<file path="src/design/sa_fsm_pkg.sv">
`default_nettype none

package sa_fsm_pkg;

    // Phases of one pass over the array
    typedef enum logic [2:0] {
        IDLE,
        WAIT_WEIGHT,
        LOAD,
        WAIT_BRAM,
        READY,
        START,
        DRAIN,
        DONE
    } seq_state_t;

    // Priming phase before the operands stream in
    localparam int READY_CYCLES = 3;

    // Drain time is 2 * (filter size - 1) + DRAIN_BASE
    localparam int DRAIN_BASE = 6;

endpackage

`default_nettype wire

</file>
<file path="src/design/sa_geom_pkg.sv">
`default_nettype none

package sa_geom_pkg;

    // Largest filter the array can fold onto its rows
    localparam int MAX_FILTER_SIZE = 3;

    // Field widths of one row inside a control word
    localparam int F_SEL_W  = 2;
    localparam int NCOL_W   = 2;
    localparam int TR_SEL_W = 2;

    // Three fields plus the adder-node enable bit
    localparam int ROW_FIELD_W = F_SEL_W + NCOL_W + TR_SEL_W + 1;

    // Field positions, low end first
    localparam int F_SEL_LSB    = 0;
    localparam int NCOL_LSB     = F_SEL_LSB + F_SEL_W;
    localparam int TR_SEL_LSB   = NCOL_LSB + NCOL_W;
    localparam int EN_ADDER_BIT = TR_SEL_LSB + TR_SEL_W;

    typedef logic [F_SEL_W-1:0]  f_sel_t;
    typedef logic [NCOL_W-1:0]   ncol_t;
    typedef logic [TR_SEL_W-1:0] tr_sel_t;

endpackage

`default_nettype wire
</file>
<file path="src/design/sa_controller_top.sv">
`timescale 1ns/100ps
`default_nettype none

module sa_controller_top
    import sa_geom_pkg::*;
#(
    parameter int N_ROWS      = 4,
    parameter int N_COLS      = 4,
    parameter int FEAT_ADDR_W = 16,
    parameter int CH_CNT_W    = 6,
    parameter int IN_CNT_W    = 16
) (
    input  logic                          clk_i,
    input  logic                          sel_mux_tr_rst,
    input  logic [N_ROWS*ROW_FIELD_W-1:0] control_word_i,
    input  ncol_t                         filter_size_i,
    input  logic [CH_CNT_W-1:0]           total_channels_i,
    input  logic [IN_CNT_W-1:0]           inputs_per_pass_i,
    input  logic                          input_ready_i,
    input  logic                          weight_ready_i,
    input  logic                          bram_ready_i,
    output logic                          load_o,
    output logic                          rd_rom_ld_o,
    output logic                          ready_o,
    output logic                          start_op_o,
    output logic                          done_o,
    output logic [FEAT_ADDR_W-1:0]        feat_addr_o,
    output f_sel_t                        f_sel_o        [N_ROWS],
    output ncol_t                         num_cols_o     [N_ROWS],
    output tr_sel_t                       tr_sel_o       [N_ROWS],
    output logic                          en_adder_o     [N_ROWS],
    output ncol_t                         column_num_o   [N_ROWS],
    output ncol_t                         row_num_o      [N_ROWS],
    output logic                          sel_mux_node_o [N_ROWS]
);

    logic  slice_clr;
    logic  slice_ld;
    ncol_t filter_size_lat;

    sa_sequencer #(
        .N_ROWS      (N_ROWS),
        .N_COLS      (N_COLS),
        .FEAT_ADDR_W (FEAT_ADDR_W),
        .CH_CNT_W    (CH_CNT_W),
        .IN_CNT_W    (IN_CNT_W)
    ) sa_sequencer_inst (
        .clk_i             (clk_i),
        .sel_mux_tr_rst    (sel_mux_tr_rst),
        .input_ready_i     (input_ready_i),
        .weight_ready_i    (weight_ready_i),
        .bram_ready_i      (bram_ready_i),
        .filter_size_i     (filter_size_i),
        .total_channels_i  (total_channels_i),
        .inputs_per_pass_i (inputs_per_pass_i),
        .load_o            (load_o),
        .rd_rom_ld_o       (rd_rom_ld_o),
        .ready_o           (ready_o),
        .start_op_o        (start_op_o),
        .done_o            (done_o),
        .feat_addr_o       (feat_addr_o),
        .slice_clr_o       (slice_clr),
        .slice_ld_o        (slice_ld),
        .filter_size_o     (filter_size_lat)
    );

    // One slice per array row, row 0 in the lowest field
    for (genvar r = 0; r < N_ROWS; r++) begin : g_row
        sa_row_slice #(
            .ROW_INDEX (r)
        ) sa_row_slice_inst (
            .clk_i          (clk_i),
            .sel_mux_tr_rst (sel_mux_tr_rst),
            .clr_i          (slice_clr),
            .ld_i           (slice_ld),
            .row_field_i    (control_word_i[r*ROW_FIELD_W +: ROW_FIELD_W]),
            .filter_size_i  (filter_size_lat),
            .f_sel_o        (f_sel_o[r]),
            .num_cols_o     (num_cols_o[r]),
            .tr_sel_o       (tr_sel_o[r]),
            .en_adder_o     (en_adder_o[r]),
            .column_num_o   (column_num_o[r]),
            .row_num_o      (row_num_o[r]),
            .sel_mux_node_o (sel_mux_node_o[r])
        );
    end

endmodule

`default_nettype wire

</file>
<file path="src/design/sa_row_slice.sv">
`timescale 1ns/100ps
`default_nettype none

module sa_row_slice
    import sa_geom_pkg::*;
#(
    parameter int ROW_INDEX = 0
) (
    input  logic                   clk_i,
    input  logic                   sel_mux_tr_rst,
    input  logic                   clr_i,
    input  logic                   ld_i,
    input  logic [ROW_FIELD_W-1:0] row_field_i,
    input  ncol_t                  filter_size_i,
    output f_sel_t                 f_sel_o,
    output ncol_t                  num_cols_o,
    output tr_sel_t                tr_sel_o,
    output logic                   en_adder_o,
    output ncol_t                  column_num_o,
    output ncol_t                  row_num_o,
    output logic                   sel_mux_node_o
);

    f_sel_t  fld_f_sel;
    ncol_t   fld_ncol;
    tr_sel_t fld_tr_sel;
    logic    fld_en_adder;

    // Transfer select waits one load in this stage
    tr_sel_t tr_pre_q;
    ncol_t   col_cnt_q;

    assign fld_f_sel    = row_field_i[F_SEL_LSB +: F_SEL_W];
    assign fld_ncol     = row_field_i[NCOL_LSB +: NCOL_W];
    assign fld_tr_sel   = row_field_i[TR_SEL_LSB +: TR_SEL_W];
    assign fld_en_adder = row_field_i[EN_ADDER_BIT];

    ////////////////////////////////////////////////////////////
    // Control registers and column countdown
    ////////////////////////////////////////////////////////////

    always_ff @(posedge clk_i or posedge sel_mux_tr_rst) begin
        if (sel_mux_tr_rst) begin
            f_sel_o      <= '0;
            num_cols_o   <= '0;
            en_adder_o   <= 1'b0;
            tr_pre_q     <= '0;
            tr_sel_o     <= '0;
            col_cnt_q    <= '0;
            column_num_o <= '0;
        end else if (clr_i) begin
            f_sel_o      <= '0;
            num_cols_o   <= '0;
            en_adder_o   <= 1'b0;
            tr_pre_q     <= '0;
            tr_sel_o     <= '0;
            col_cnt_q    <= '0;
            column_num_o <= '0;
        end else if (ld_i) begin
            f_sel_o      <= fld_f_sel;
            num_cols_o   <= fld_ncol;
            en_adder_o   <= fld_en_adder;
            tr_pre_q     <= fld_tr_sel;
            tr_sel_o     <= tr_pre_q;
            column_num_o <= fld_ncol - col_cnt_q;
            // Wraps after the last column of this row's filter
            if (col_cnt_q == fld_ncol - ncol_t'(1)) begin
                col_cnt_q <= '0;
            end else begin
                col_cnt_q <= col_cnt_q + ncol_t'(1);
            end
        end
    end

    ////////////////////////////////////////////////////////////
    // Row position inside the folded filter
    ////////////////////////////////////////////////////////////

    // Zero while no filter size is latched
    always_comb begin
        row_num_o = '0;
        for (int f = 1; f <= MAX_FILTER_SIZE; f++) begin
            if (filter_size_i == ncol_t'(f)) begin
                row_num_o = ncol_t'((ROW_INDEX % f) + 1);
            end
        end
    end

    // Last row of a filter closes the adder chain
    assign sel_mux_node_o = (row_num_o != filter_size_i);

    assert property (@(posedge clk_i) disable iff (sel_mux_tr_rst)
        (ld_i && $past(ld_i)) |-> (num_cols_o != '0))
        else $error("row %0d loaded a zero column count", ROW_INDEX);

endmodule

`default_nettype wire

</file>
<file path="src/design/sa_sequencer.sv">
`timescale 1ns/100ps
`default_nettype none

module sa_sequencer
    import sa_geom_pkg::*, sa_fsm_pkg::*;
#(
    parameter int N_ROWS      = 4,
    parameter int N_COLS      = 4,
    parameter int FEAT_ADDR_W = 16,
    parameter int CH_CNT_W    = 6,
    parameter int IN_CNT_W    = 16
) (
    input  logic                   clk_i,
    input  logic                   sel_mux_tr_rst,
    input  logic                   input_ready_i,
    input  logic                   weight_ready_i,
    input  logic                   bram_ready_i,
    input  ncol_t                  filter_size_i,
    input  logic [CH_CNT_W-1:0]    total_channels_i,
    input  logic [IN_CNT_W-1:0]    inputs_per_pass_i,
    output logic                   load_o,
    output logic                   rd_rom_ld_o,
    output logic                   ready_o,
    output logic                   start_op_o,
    output logic                   done_o,
    output logic [FEAT_ADDR_W-1:0] feat_addr_o,
    output logic                   slice_clr_o,
    output logic                   slice_ld_o,
    output ncol_t                  filter_size_o
);

    localparam int LOAD_W    = $clog2(N_COLS + 1);
    localparam int READY_W   = $clog2(READY_CYCLES + 1);
    localparam int DRAIN_MAX = 2 * (MAX_FILTER_SIZE - 1) + DRAIN_BASE;
    localparam int DRAIN_W   = $clog2(DRAIN_MAX + 1);

    seq_state_t state_q;
    seq_state_t state_d;

    // Layer configuration, captured when leaving IDLE
    ncol_t               filter_size_q;
    logic [CH_CNT_W-1:0] total_ch_q;
    logic [IN_CNT_W-1:0] ipp_q;
    logic [CH_CNT_W-1:0] ch_cnt_q;

    logic [LOAD_W-1:0]   load_cnt;
    logic [READY_W-1:0]  ready_cnt;
    logic [DRAIN_W-1:0]  drain_cnt;
    logic [IN_CNT_W-1:0] in_cnt;

    logic [DRAIN_W-1:0]  drain_len;
    logic [CH_CNT_W-1:0] ch_step;
    logic [CH_CNT_W-1:0] ch_next;
    logic                layer_start;
    logic                load_last;
    logic                ready_last;
    logic                start_last;
    logic                drain_last;

    ////////////////////////////////////////////////////////////
    // Phase length decode
    ////////////////////////////////////////////////////////////

    assign drain_len = DRAIN_W'(2 * (int'(filter_size_q) - 1) + DRAIN_BASE);

    // Channels finished per pass, N_ROWS / filter size
    always_comb begin
        ch_step = '0;
        for (int f = 1; f <= MAX_FILTER_SIZE; f++) begin
            if (filter_size_q == ncol_t'(f)) begin
                ch_step = CH_CNT_W'(N_ROWS / f);
            end
        end
    end

    assign ch_next     = ch_cnt_q + ch_step;
    assign layer_start = (state_q == IDLE) && input_ready_i;
    assign load_last   = (load_cnt == LOAD_W'(N_COLS - 1));
    assign ready_last  = (ready_cnt == READY_W'(READY_CYCLES - 1));
    assign start_last  = (in_cnt == ipp_q - IN_CNT_W'(1));
    assign drain_last  = (drain_cnt == drain_len - DRAIN_W'(1));

    ////////////////////////////////////////////////////////////
    // State machine
    ////////////////////////////////////////////////////////////

    always_comb begin
        state_d = state_q;
        case (state_q)
            IDLE: begin
                if (input_ready_i && weight_ready_i) begin
                    state_d = LOAD;
                end else if (input_ready_i) begin
                    state_d = WAIT_WEIGHT;
                end
            end
            WAIT_WEIGHT: begin
                if (weight_ready_i) begin
                    state_d = LOAD;
                end
            end
            LOAD: begin
                if (load_last) begin
                    state_d = WAIT_BRAM;
                end
            end
            WAIT_BRAM: begin
                if (bram_ready_i) begin
                    state_d = READY;
                end
            end
            READY: begin
                if (ready_last) begin
                    state_d = START;
                end
            end
            START: begin
                if (start_last) begin
                    state_d = DRAIN;
                end
            end
            DRAIN: begin
                // Layer done once the new count reaches the total
                if (drain_last) begin
                    state_d = (ch_next >= total_ch_q) ? DONE : WAIT_WEIGHT;
                end
            end
            DONE: begin
                state_d = IDLE;
            end
            default: begin
                state_d = IDLE;
            end
        endcase
    end

    always_ff @(posedge clk_i or posedge sel_mux_tr_rst) begin
        if (sel_mux_tr_rst) begin
            state_q <= IDLE;
        end else begin
            state_q <= state_d;
        end
    end

    always_ff @(posedge clk_i or posedge sel_mux_tr_rst) begin
        if (sel_mux_tr_rst) begin
            filter_size_q <= '0;
            total_ch_q    <= '0;
            ipp_q         <= '0;
        end else if (layer_start) begin
            filter_size_q <= filter_size_i;
            total_ch_q    <= total_channels_i;
            ipp_q         <= inputs_per_pass_i;
        end
    end

    // One increment per pass, on the last drain cycle
    always_ff @(posedge clk_i or posedge sel_mux_tr_rst) begin
        if (sel_mux_tr_rst) begin
            ch_cnt_q <= '0;
        end else if (layer_start) begin
            ch_cnt_q <= '0;
        end else if ((state_q == DRAIN) && drain_last) begin
            ch_cnt_q <= ch_next;
        end
    end

    ////////////////////////////////////////////////////////////
    // Phase counters
    ////////////////////////////////////////////////////////////

    sa_step_counter #(.W(LOAD_W)) load_cnt_inst (
        .clk_i          (clk_i),
        .sel_mux_tr_rst (sel_mux_tr_rst),
        .clr_i          (state_q != LOAD),
        .en_i           (state_q == LOAD),
        .count_o        (load_cnt)
    );

    sa_step_counter #(.W(READY_W)) ready_cnt_inst (
        .clk_i          (clk_i),
        .sel_mux_tr_rst (sel_mux_tr_rst),
        .clr_i          (state_q != READY),
        .en_i           (state_q == READY),
        .count_o        (ready_cnt)
    );

    sa_step_counter #(.W(DRAIN_W)) drain_cnt_inst (
        .clk_i          (clk_i),
        .sel_mux_tr_rst (sel_mux_tr_rst),
        .clr_i          (state_q != DRAIN),
        .en_i           (state_q == DRAIN),
        .count_o        (drain_cnt)
    );

    // Feature address restarts with every weight load
    sa_step_counter #(.W(FEAT_ADDR_W)) feat_addr_inst (
        .clk_i          (clk_i),
        .sel_mux_tr_rst (sel_mux_tr_rst),
        .clr_i          (state_q == LOAD),
        .en_i           ((state_q == READY) || (state_q == START)),
        .count_o        (feat_addr_o)
    );

    sa_step_counter #(.W(IN_CNT_W)) in_cnt_inst (
        .clk_i          (clk_i),
        .sel_mux_tr_rst (sel_mux_tr_rst),
        .clr_i          (state_q != START),
        .en_i           (state_q == START),
        .count_o        (in_cnt)
    );

    assign load_o        = (state_q == LOAD);
    assign rd_rom_ld_o   = (state_q == LOAD);
    assign slice_ld_o    = (state_q == LOAD);
    assign slice_clr_o   = (state_q == IDLE);
    assign ready_o       = (state_q == READY);
    assign start_op_o    = (state_q == START) || (state_q == DRAIN);
    assign done_o        = (state_q == DONE);
    assign filter_size_o = filter_size_q;

    // Filter size captured in IDLE must stay legal for the whole layer
    assert property (@(posedge clk_i) disable iff (sel_mux_tr_rst)
        (state_q != IDLE) |-> (filter_size_q >= 1) && (filter_size_q <= MAX_FILTER_SIZE))
        else $error("latched filter size out of range");

    assert property (@(posedge clk_i) disable iff (sel_mux_tr_rst)
        (state_q == LOAD) [*N_COLS] |=> (state_q != LOAD))
        else $error("LOAD phase longer than N_COLS cycles");

endmodule

`default_nettype wire

</file>
<file path="src/design/sa_step_counter.sv">
`timescale 1ns/100ps
`default_nettype none

module sa_step_counter #(
    parameter int W = 4
) (
    input  logic         clk_i,
    input  logic         sel_mux_tr_rst,
    input  logic         clr_i,
    input  logic         en_i,
    output logic [W-1:0] count_o
);

    // Clear has priority over the step
    always_ff @(posedge clk_i or posedge sel_mux_tr_rst) begin
        if (sel_mux_tr_rst) begin
            count_o <= '0;
        end else if (clr_i) begin
            count_o <= '0;
        end else if (en_i) begin
            count_o <= count_o + W'(1);
        end
    end

endmodule

`default_nettype wire

</file>
<file path="config.mk">
export PLATFORM = sky130hd
export DESIGN_NAME = sa_controller_top
export DESIGN_NICKNAME = d
export VERILOG_FILES = /design/src/design/sa_fsm_pkg.sv /design/src/design/sa_geom_pkg.sv /design/src/design/sa_controller_top.sv /design/src/design/sa_row_slice.sv /design/src/design/sa_sequencer.sv /design/src/design/sa_step_counter.sv
export SDC_FILE = /design/constraint.sdc
export NUM_CORES = 1
export LEC_CHECK = 0
export BUFFER_PORTS_ARGS = -buffer_cell sky130_fd_sc_hd__buf_2
export CELL_PAD_IN_SITES_DETAIL_PLACEMENT = 1
export CELL_PAD_IN_SITES_GLOBAL_PLACEMENT = 1
export CORE_ASPECT_RATIO = 1.2
export CORE_MARGIN = 2
export CORE_UTILIZATION = 45
export CTS_CLUSTER_SIZE = 10
export DETAILED_ROUTE_END_ITERATION = 8
export PLACE_DENSITY_LB_ADDON = 0.1
export SLEW_MARGIN = 20
export SYNTH_ARGS = -nofsm -noshare
export SYNTH_HDL_FRONTEND = slang
export SYNTH_SLANG_ARGS = --single-unit
</file>
<file path="constraint.sdc">
create_clock -name clk_i -period 12.2 [get_ports clk_i]
set_input_delay 1.83 -clock clk_i [delete_from_list [all_inputs] [get_ports clk_i]]
set_output_delay 1.83 -clock clk_i [all_outputs]
set_load 0.1 [all_outputs]
</file>
-- After elaboration in Yosys (flattened, before gate mapping)
Index checks and enable logic that the tools add are counted.
- bits in registers: 126
- bits of input ports: 57
- output and inout bits: 69
- word-level logic and storage cells: 200
- add/sub/neg operators: 22
- magnitude comparators: 1
- eq/ne operators: 33
- mux-type cells: 92
- reductions and logical operators: 14
- operators by type and width (kind ; number):
    2-bit 2-to-1 mux ; 59
    16-bit 2-to-1 mux ; 4
    3-bit 2-to-1 mux ; 14
    16-bit by 1-bit adder with 16-bit output (second input constant) ; 2
    3-bit one-hot mux with 8 select lines ; 1
    16-bit equality test ; 1
    16-bit by 1-bit subtractor with 16-bit output (second input constant) ; 1
    2-bit nonzero test ; 7
    3-bit equality test (second input constant) ; 4
    6-bit 2-to-1 mux ; 2
    3-bit inequality test (second input constant) ; 4
    2-bit by 1-bit adder with 2-bit output (second input constant) ; 5
    1-bit 2-to-1 mux ; 10
    3-bit by 2-bit equality test with 1-bit output (second input constant) ; 3
    2-bit equality test ; 4
    4-bit 2-to-1 mux ; 2
    2-bit by 1-bit inequality test with 1-bit output (second input constant) ; 4
    2-bit inequality test ; 4
    2-bit by 1-bit subtractor with 2-bit output (second input constant) ; 4
    2-bit subtractor ; 4
    7-bit AND reduction ; 1
    6-bit by 3-bit adder with 6-bit output ; 1
    2-bit equality test (second input constant) ; 3
    6-bit greater-or-equal comparator ; 1
    13 further kinds ; 17

-- Logic depth before layout (Yosys ltp)
- word-level depth: 9
- mapped depth: 13
- gate-level depth less buffers: 13

-- Modules after synthesis
A second synthesis with hierarchy kept.
- cell total of the unflattened synthesis: 706
- area total of the unflattened synthesis: 6995.5 µm²
- modules (own cells, without submodules) (module ; instances ; cells each ; area an instance (µm²) ; seq. area each (µm²)):
    sa_sequencer ; 1 ; 289 ; 2378.5 ; 825.8
    sa_step_counter at sa_sequencer_inst.feat_addr_inst ... ; 2 ; 82 ; 808.3 ; 400.4
    sa_row_slice at g_row[1].sa_row_slice_inst ... ; 2 ; 54 ; 641.9 ; 325.3
    sa_row_slice at g_row[2].sa_row_slice_inst ; 1 ; 54 ; 644.4 ; 325.3
    sa_row_slice at g_row[0].sa_row_slice_inst ; 1 ; 54 ; 643.1 ; 325.3
    sa_step_counter at sa_sequencer_inst.drain_cnt_inst ; 1 ; 17 ; 196.4 ; 100.1
    sa_step_counter at sa_sequencer_inst.load_cnt_inst ; 1 ; 12 ; 140.1 ; 75.1
    sa_step_counter at sa_sequencer_inst.ready_cnt_inst ; 1 ; 8 ; 92.6 ; 50.0

-- Least setup slack after synthesis
Ideal clock, no wire load.
- kind: register to output
- from: reg sa_sequencer_inst.state_q[0]
- to: out rd_rom_ld_o
- data arrival time: 2.566 ns
- required time: 10.370 ns
- path slack: 7.804 ns
- stages on the path, launching flop included: 6
- path buffers: 3
- cell sequence: dfrtp_1 or3b_1 buf_2 inv_1 buf_1 buf_4
- longest elaborated chain between the ends: 1
- RTL lines (item ; line ; RTL):
    from (decl) ; sa_sequencer.sv:37 ; seq_state_t state_q;
    from (signal assigned) ; sa_sequencer.sv:141 ; state_q <= state_d;
    3-bit by 2-bit equality test with 1-bit output ; n/a ;
    to (decl) ; sa_controller_top.sv:23 ; output logic rd_rom_ld_o,
Every way passes these cells.

-- Worst setup path after layout
- from: reg sa_sequencer_inst.state_q[1]
- to: out load_o
- longest elaborated chain between the ends: 1
- RTL lines (item ; line ; RTL):
    3-bit by 2-bit equality test with 1-bit output ; sa_sequencer.sv:213 ; assign load_o = (state_q == LOAD);
    to (decl) ; sa_controller_top.sv:22 ; output logic load_o,
Every way passes these cells.

==> results_dict.tcl <==
set metrics [dict create \
    place.gp.congestion 0.7939 \
    power_density_nw_per_um2 311.4 \
    grt_usage_pct 23.11 \
    floorplan.core_area_um2 14230 \
    clock-skew-final_ns 0.007793 \
    placedCellCount 971 \
    numCtsBuffers 17 \
    peak_fanout_along_the_critical_path 51 \
    critical-path-top-delay-family "buffers and inverters" \
    worstSetupStartpoint "sa_sequencer_inst.state_q[1]" \
    dieArea_um2 15380 \
    r2r_slack_ns 9.03 \
    tritoncts "done" \
    multi_input_comb_area_um2 3017 \
    post_synth_mux_area_share_pct 1.178 \
    vias 5316 \
    final-hold-violation-count 0 \
    cp_cell_sequence "buf_4 -> or3b_1 -> inv_1 -> buf_2" \
    port_buffers 124 \
    power_frac_clock_pct 21.5 \
    final-instance-count-excl-fill 1004 \
    avgViaCountPerCell 5.295 \
    cts.reportedPaths.clkPinSlew_ns 0.05 \
    initial_core_util_pct 45.53 \
    worst-r2r-cell-count 13 \
    critPathLaunchType "register" \
    overflow 0 \
    timing.fmax_ghz 0.2190 \
    biggest_area_contributors_in_the_synthesized_netlist "dfrtp_1 (49%), nand2_1 (9.6%), ha_1 (4.8%)" \
    yosys_warnings 0 \
    global_route_wire_length_before_repair_um 27900 \
    min-delay-start "sa_sequencer_inst.ready_cnt_inst.count_o[0]" \
    maxCapViolations 0 \
    pwr-share-seq_pct 27.7 \
    async_reset_ff_share_pct 100.0 \
    postRouteAntennaNets 0 \
    area.sequential_um2 3153 \
    endpoint_kind "output port" \
    placement.setup.worst_slack_ns 8.084 \
    finalWorstSetupSlack_ns 7.634 \
    worstMarginPinSlew_ns 0.9809 \
    route.final.wire_length_um 16840 \
    synth-simple-area-share_pct 23.24 \
    cts.hold.buffers_added 0 \
    worst_skew_pair.late_latency_ns 0.42 \
    num_io_pins 126 \
    cts_repair_resize_count 0 \
    synth_ff_type "dfrtp_1" \
    synth-xor-area-share_pct 8.108 \
    timing.critical_path.slowest_cell_delay_ns 0.55 \
    postSynthCellCount 708 \
    syn-cell-area_um2 6481 \
    nFillCells 1664 \
    power_switching_share_pct 52.62 \
    die_width_um 113.6 \
    crit_arrival_ns 2.74 \
    cp_num_buf_inv 3 \
    rows 48 \
    finalMaxSlewViolations 0 \
    place.detailed.hpwl_um 11860 \
    synth_area_leader_cell "dfrtp_1" \
    drc 0 \
    synth.avg_cell_area_um2 9.154 \
    wl_per_cell_um 16.77 \
    1st_pass_router_iterations 4 \
    timing.hold.worst_endpoint "sa_sequencer_inst.ready_cnt_inst.count_o[0]" \
    final_min_period_over_clock_period_pct 37.42 \
    cts.root.buffer_cell "clkbuf_16" \
    grt_start_max_net_pins 78 \
    worst_hold_check_path_type "reg2reg" \
    rr_startpoint "sa_sequencer_inst.filter_size_o[0]" \
    combinational_family_with_the_most_area_after_synthesis "simple AND/OR/NAND/NOR gates" \
    clock-sinks 126 \
    vdd_drop_max_v 0.0001884 \
    grt_setup_unrepaired "no" \
    synth_seq_area_share_pct 48.65 \
    fin_setup_tns_ns 0 \
    area_growth_pct 19.83 \
    post-cts-setup-buffers 0 \
    synth-edff-count 0 \
    finalPower_w 0.002419 \
    outcome "complete, no violations" \
    cts.path.max_buffers 2 \
    final_cell_area_um2 7766 \
    synth_fa_ha_area_share_pct 5.135 \
    die_y_um 135.5 \
    dpl_cell_area_um2 7154 \
    synth_compound_area_share_pct 8.745 \
    final_setup_viols 0 \
    yosys.area.top_type_share_pct 48.65 \
    share_comb_of_total_power_pct 50.8 \
    worst_r2r_dst "sa_sequencer_inst.state_q[1]" \
    clock_tree.htree_level_count 4 \
    share_of_final_layout_standard_cells_stronger_than_drive_strength_1_pct 21.38 \
    synth_cell_type_count 55 \
    cellInternalPower_w 0.001146 \
    hold_path_depth 1 \
    static-leakage-power_nw 3.912 \
    period_minus_slack_ns 4.566 \
    p_sw_w 0.001273 \
    vias_in_the_first_global_route 5731 \
    ys_seq_elements 126 \
    syn_nets 791 \
    antenna_found_initial 2 \
    nNetsFinal 898 \
    drt_iter0_markers 206 \
    worstSetupPathType "reg2out" \
    worst-endpoint-required_ns 10.37 \
    max-slew-margin-rel_pct 34.61 \
    timing.critical_path.slowest_stage_cell "or3b_1" \
]
==> worst reg2reg max path, cell delays in order (launching register included) <==
cell	delay (ns)
dfrtp_1	0.44
ha_1	0.30
ha_1	0.21
inv_1	0.07
fa_1	0.43
nor2b_1	0.13
o21ai_0	0.11
xnor2_1	0.22
ha_1	0.28
o21ai_0	0.17
o21ai_0	0.11
a21o_1	0.23
o31a_1	0.25
o21a_1	0.10
==> layout make-up <==
type | count | share of cell area (%)
Sequential cell | 126 | 40.60
Multi-Input combinational cell | 513 | 38.84
Inverter | 28 | 1.386
Tap cell | 175 | 2.819
Clock inverter | 11 | 1.788
Timing Repair Buffer | 129 | 8.474
Antenna cell | 1 | 0.03222
Clock buffer | 21 | 6.058
==> power by group through the flow <==
stage                     clock (W)  combinational [W]  sequential (W)
after floorplan                   0           0.000707        0.000986
after global placement            0            0.00120        0.000666
after detailed placement          0            0.00124        0.000674
after CTS                  0.000530            0.00124        0.000671
after global routing       0.000547            0.00132        0.000690
final                      0.000521            0.00123        0.000670
==> layer usage <==
layer  vias up  global-route usage (%)  wire length (um)
li1       2572                       -                 -
met1      2596                   26.57              6873
met2       114                   40.45              8712
met3        32                   6.353               826
met4         2                   9.824               414
met5         -                       0                13
==> state kept, by name (all words and copies together) (netlist names) <==
signal / flops
g_row.sa_row_slice_inst.f_sel_o: 8
sa_sequencer_inst.load_cnt_inst.count_o: 3
sa_sequencer_inst.drain_cnt_inst.count_o: 4
g_row.sa_row_slice_inst.tr_sel_o: 8
sa_sequencer_inst.in_cnt_inst.count_o: 16
g_row.sa_row_slice_inst.col_cnt_q: 8
sa_sequencer_inst.state_q: 3
g_row.sa_row_slice_inst.en_adder_o: 4
sa_sequencer_inst.feat_addr_inst.count_o: 16
sa_sequencer_inst.ready_cnt_inst.count_o: 2
sa_sequencer_inst.ipp_q: 16
sa_sequencer_inst.filter_size_o: 2
g_row.sa_row_slice_inst.num_cols_o: 8
g_row.sa_row_slice_inst.tr_pre_q: 8
g_row.sa_row_slice_inst.column_num_o: 8
sa_sequencer_inst.ch_cnt_q: 6
sa_sequencer_inst.total_ch_q: 6
==> synth_stat cells, drive strengths merged, types with 5 or more instances <==
cell and count:
nand2 166, dfrtp 126, o21ai 52, nor2 47
nand3 44, xnor2 30, xor2 30, inv 28
clkbuf 25, ha 25, buf 16, a21oi 10
nand4 9, o31ai 8, and3 7, nor2b 7
nand2b 6, nor4 6, or3 6, mux2 5
nor3 5, or2 5
==> cells in the final DEF, fill, tap and decap left out, drive strengths merged, types with 6 or more instances in the layout <==
cell type and n:
or3 6, dfrtp 126, clkinv 6, clkbuf 21
nor2 47, buf 129, a21oi 10, nand2 166
o31ai 8, o21ai 52, xor2 30, nand2b 6
xnor2 30, inv 28, nor2b 7, ha 25
and3 7, nor4 6, nand4 9, nand3 44
==> stage by stage <==
| stage | utilization, % | hold slack (ns) |
|---|---|---|
| final | 54.56 | 0.4293 |
| after global routing | 54.56 | 0.4693 |
| after CTS | 54.54 | 0.4343 |
| after detailed placement | 50.26 | 0.4269 |
| after global placement | 50.26 | 0.4201 |
| after floorplan | - | 0.4099 |
==> how the worst max path moves through the flow <==
stage | endpoint | slack, ns | depth (start not counted)
floorplan | g_row[0].sa_row_slice_inst.col_cnt_q[0] | 7.01 | 1
global placement | load_o | 8.12 | 4
detailed placement | load_o | 8.08 | 4
CTS | load_o | 7.64 | 4
global route | rd_rom_ld_o | 7.49 | 4
finish | load_o | 7.63 | 4
==> cells by family after synthesis <==
logic type,Yosys count
buf+inv,69
xor+xnor,60
fa+ha+maj,26
simple gates,324
other cells,1
mux,7
compound gates,95
flops,126
Note: power is estimated with default switching activity, not from simulation.
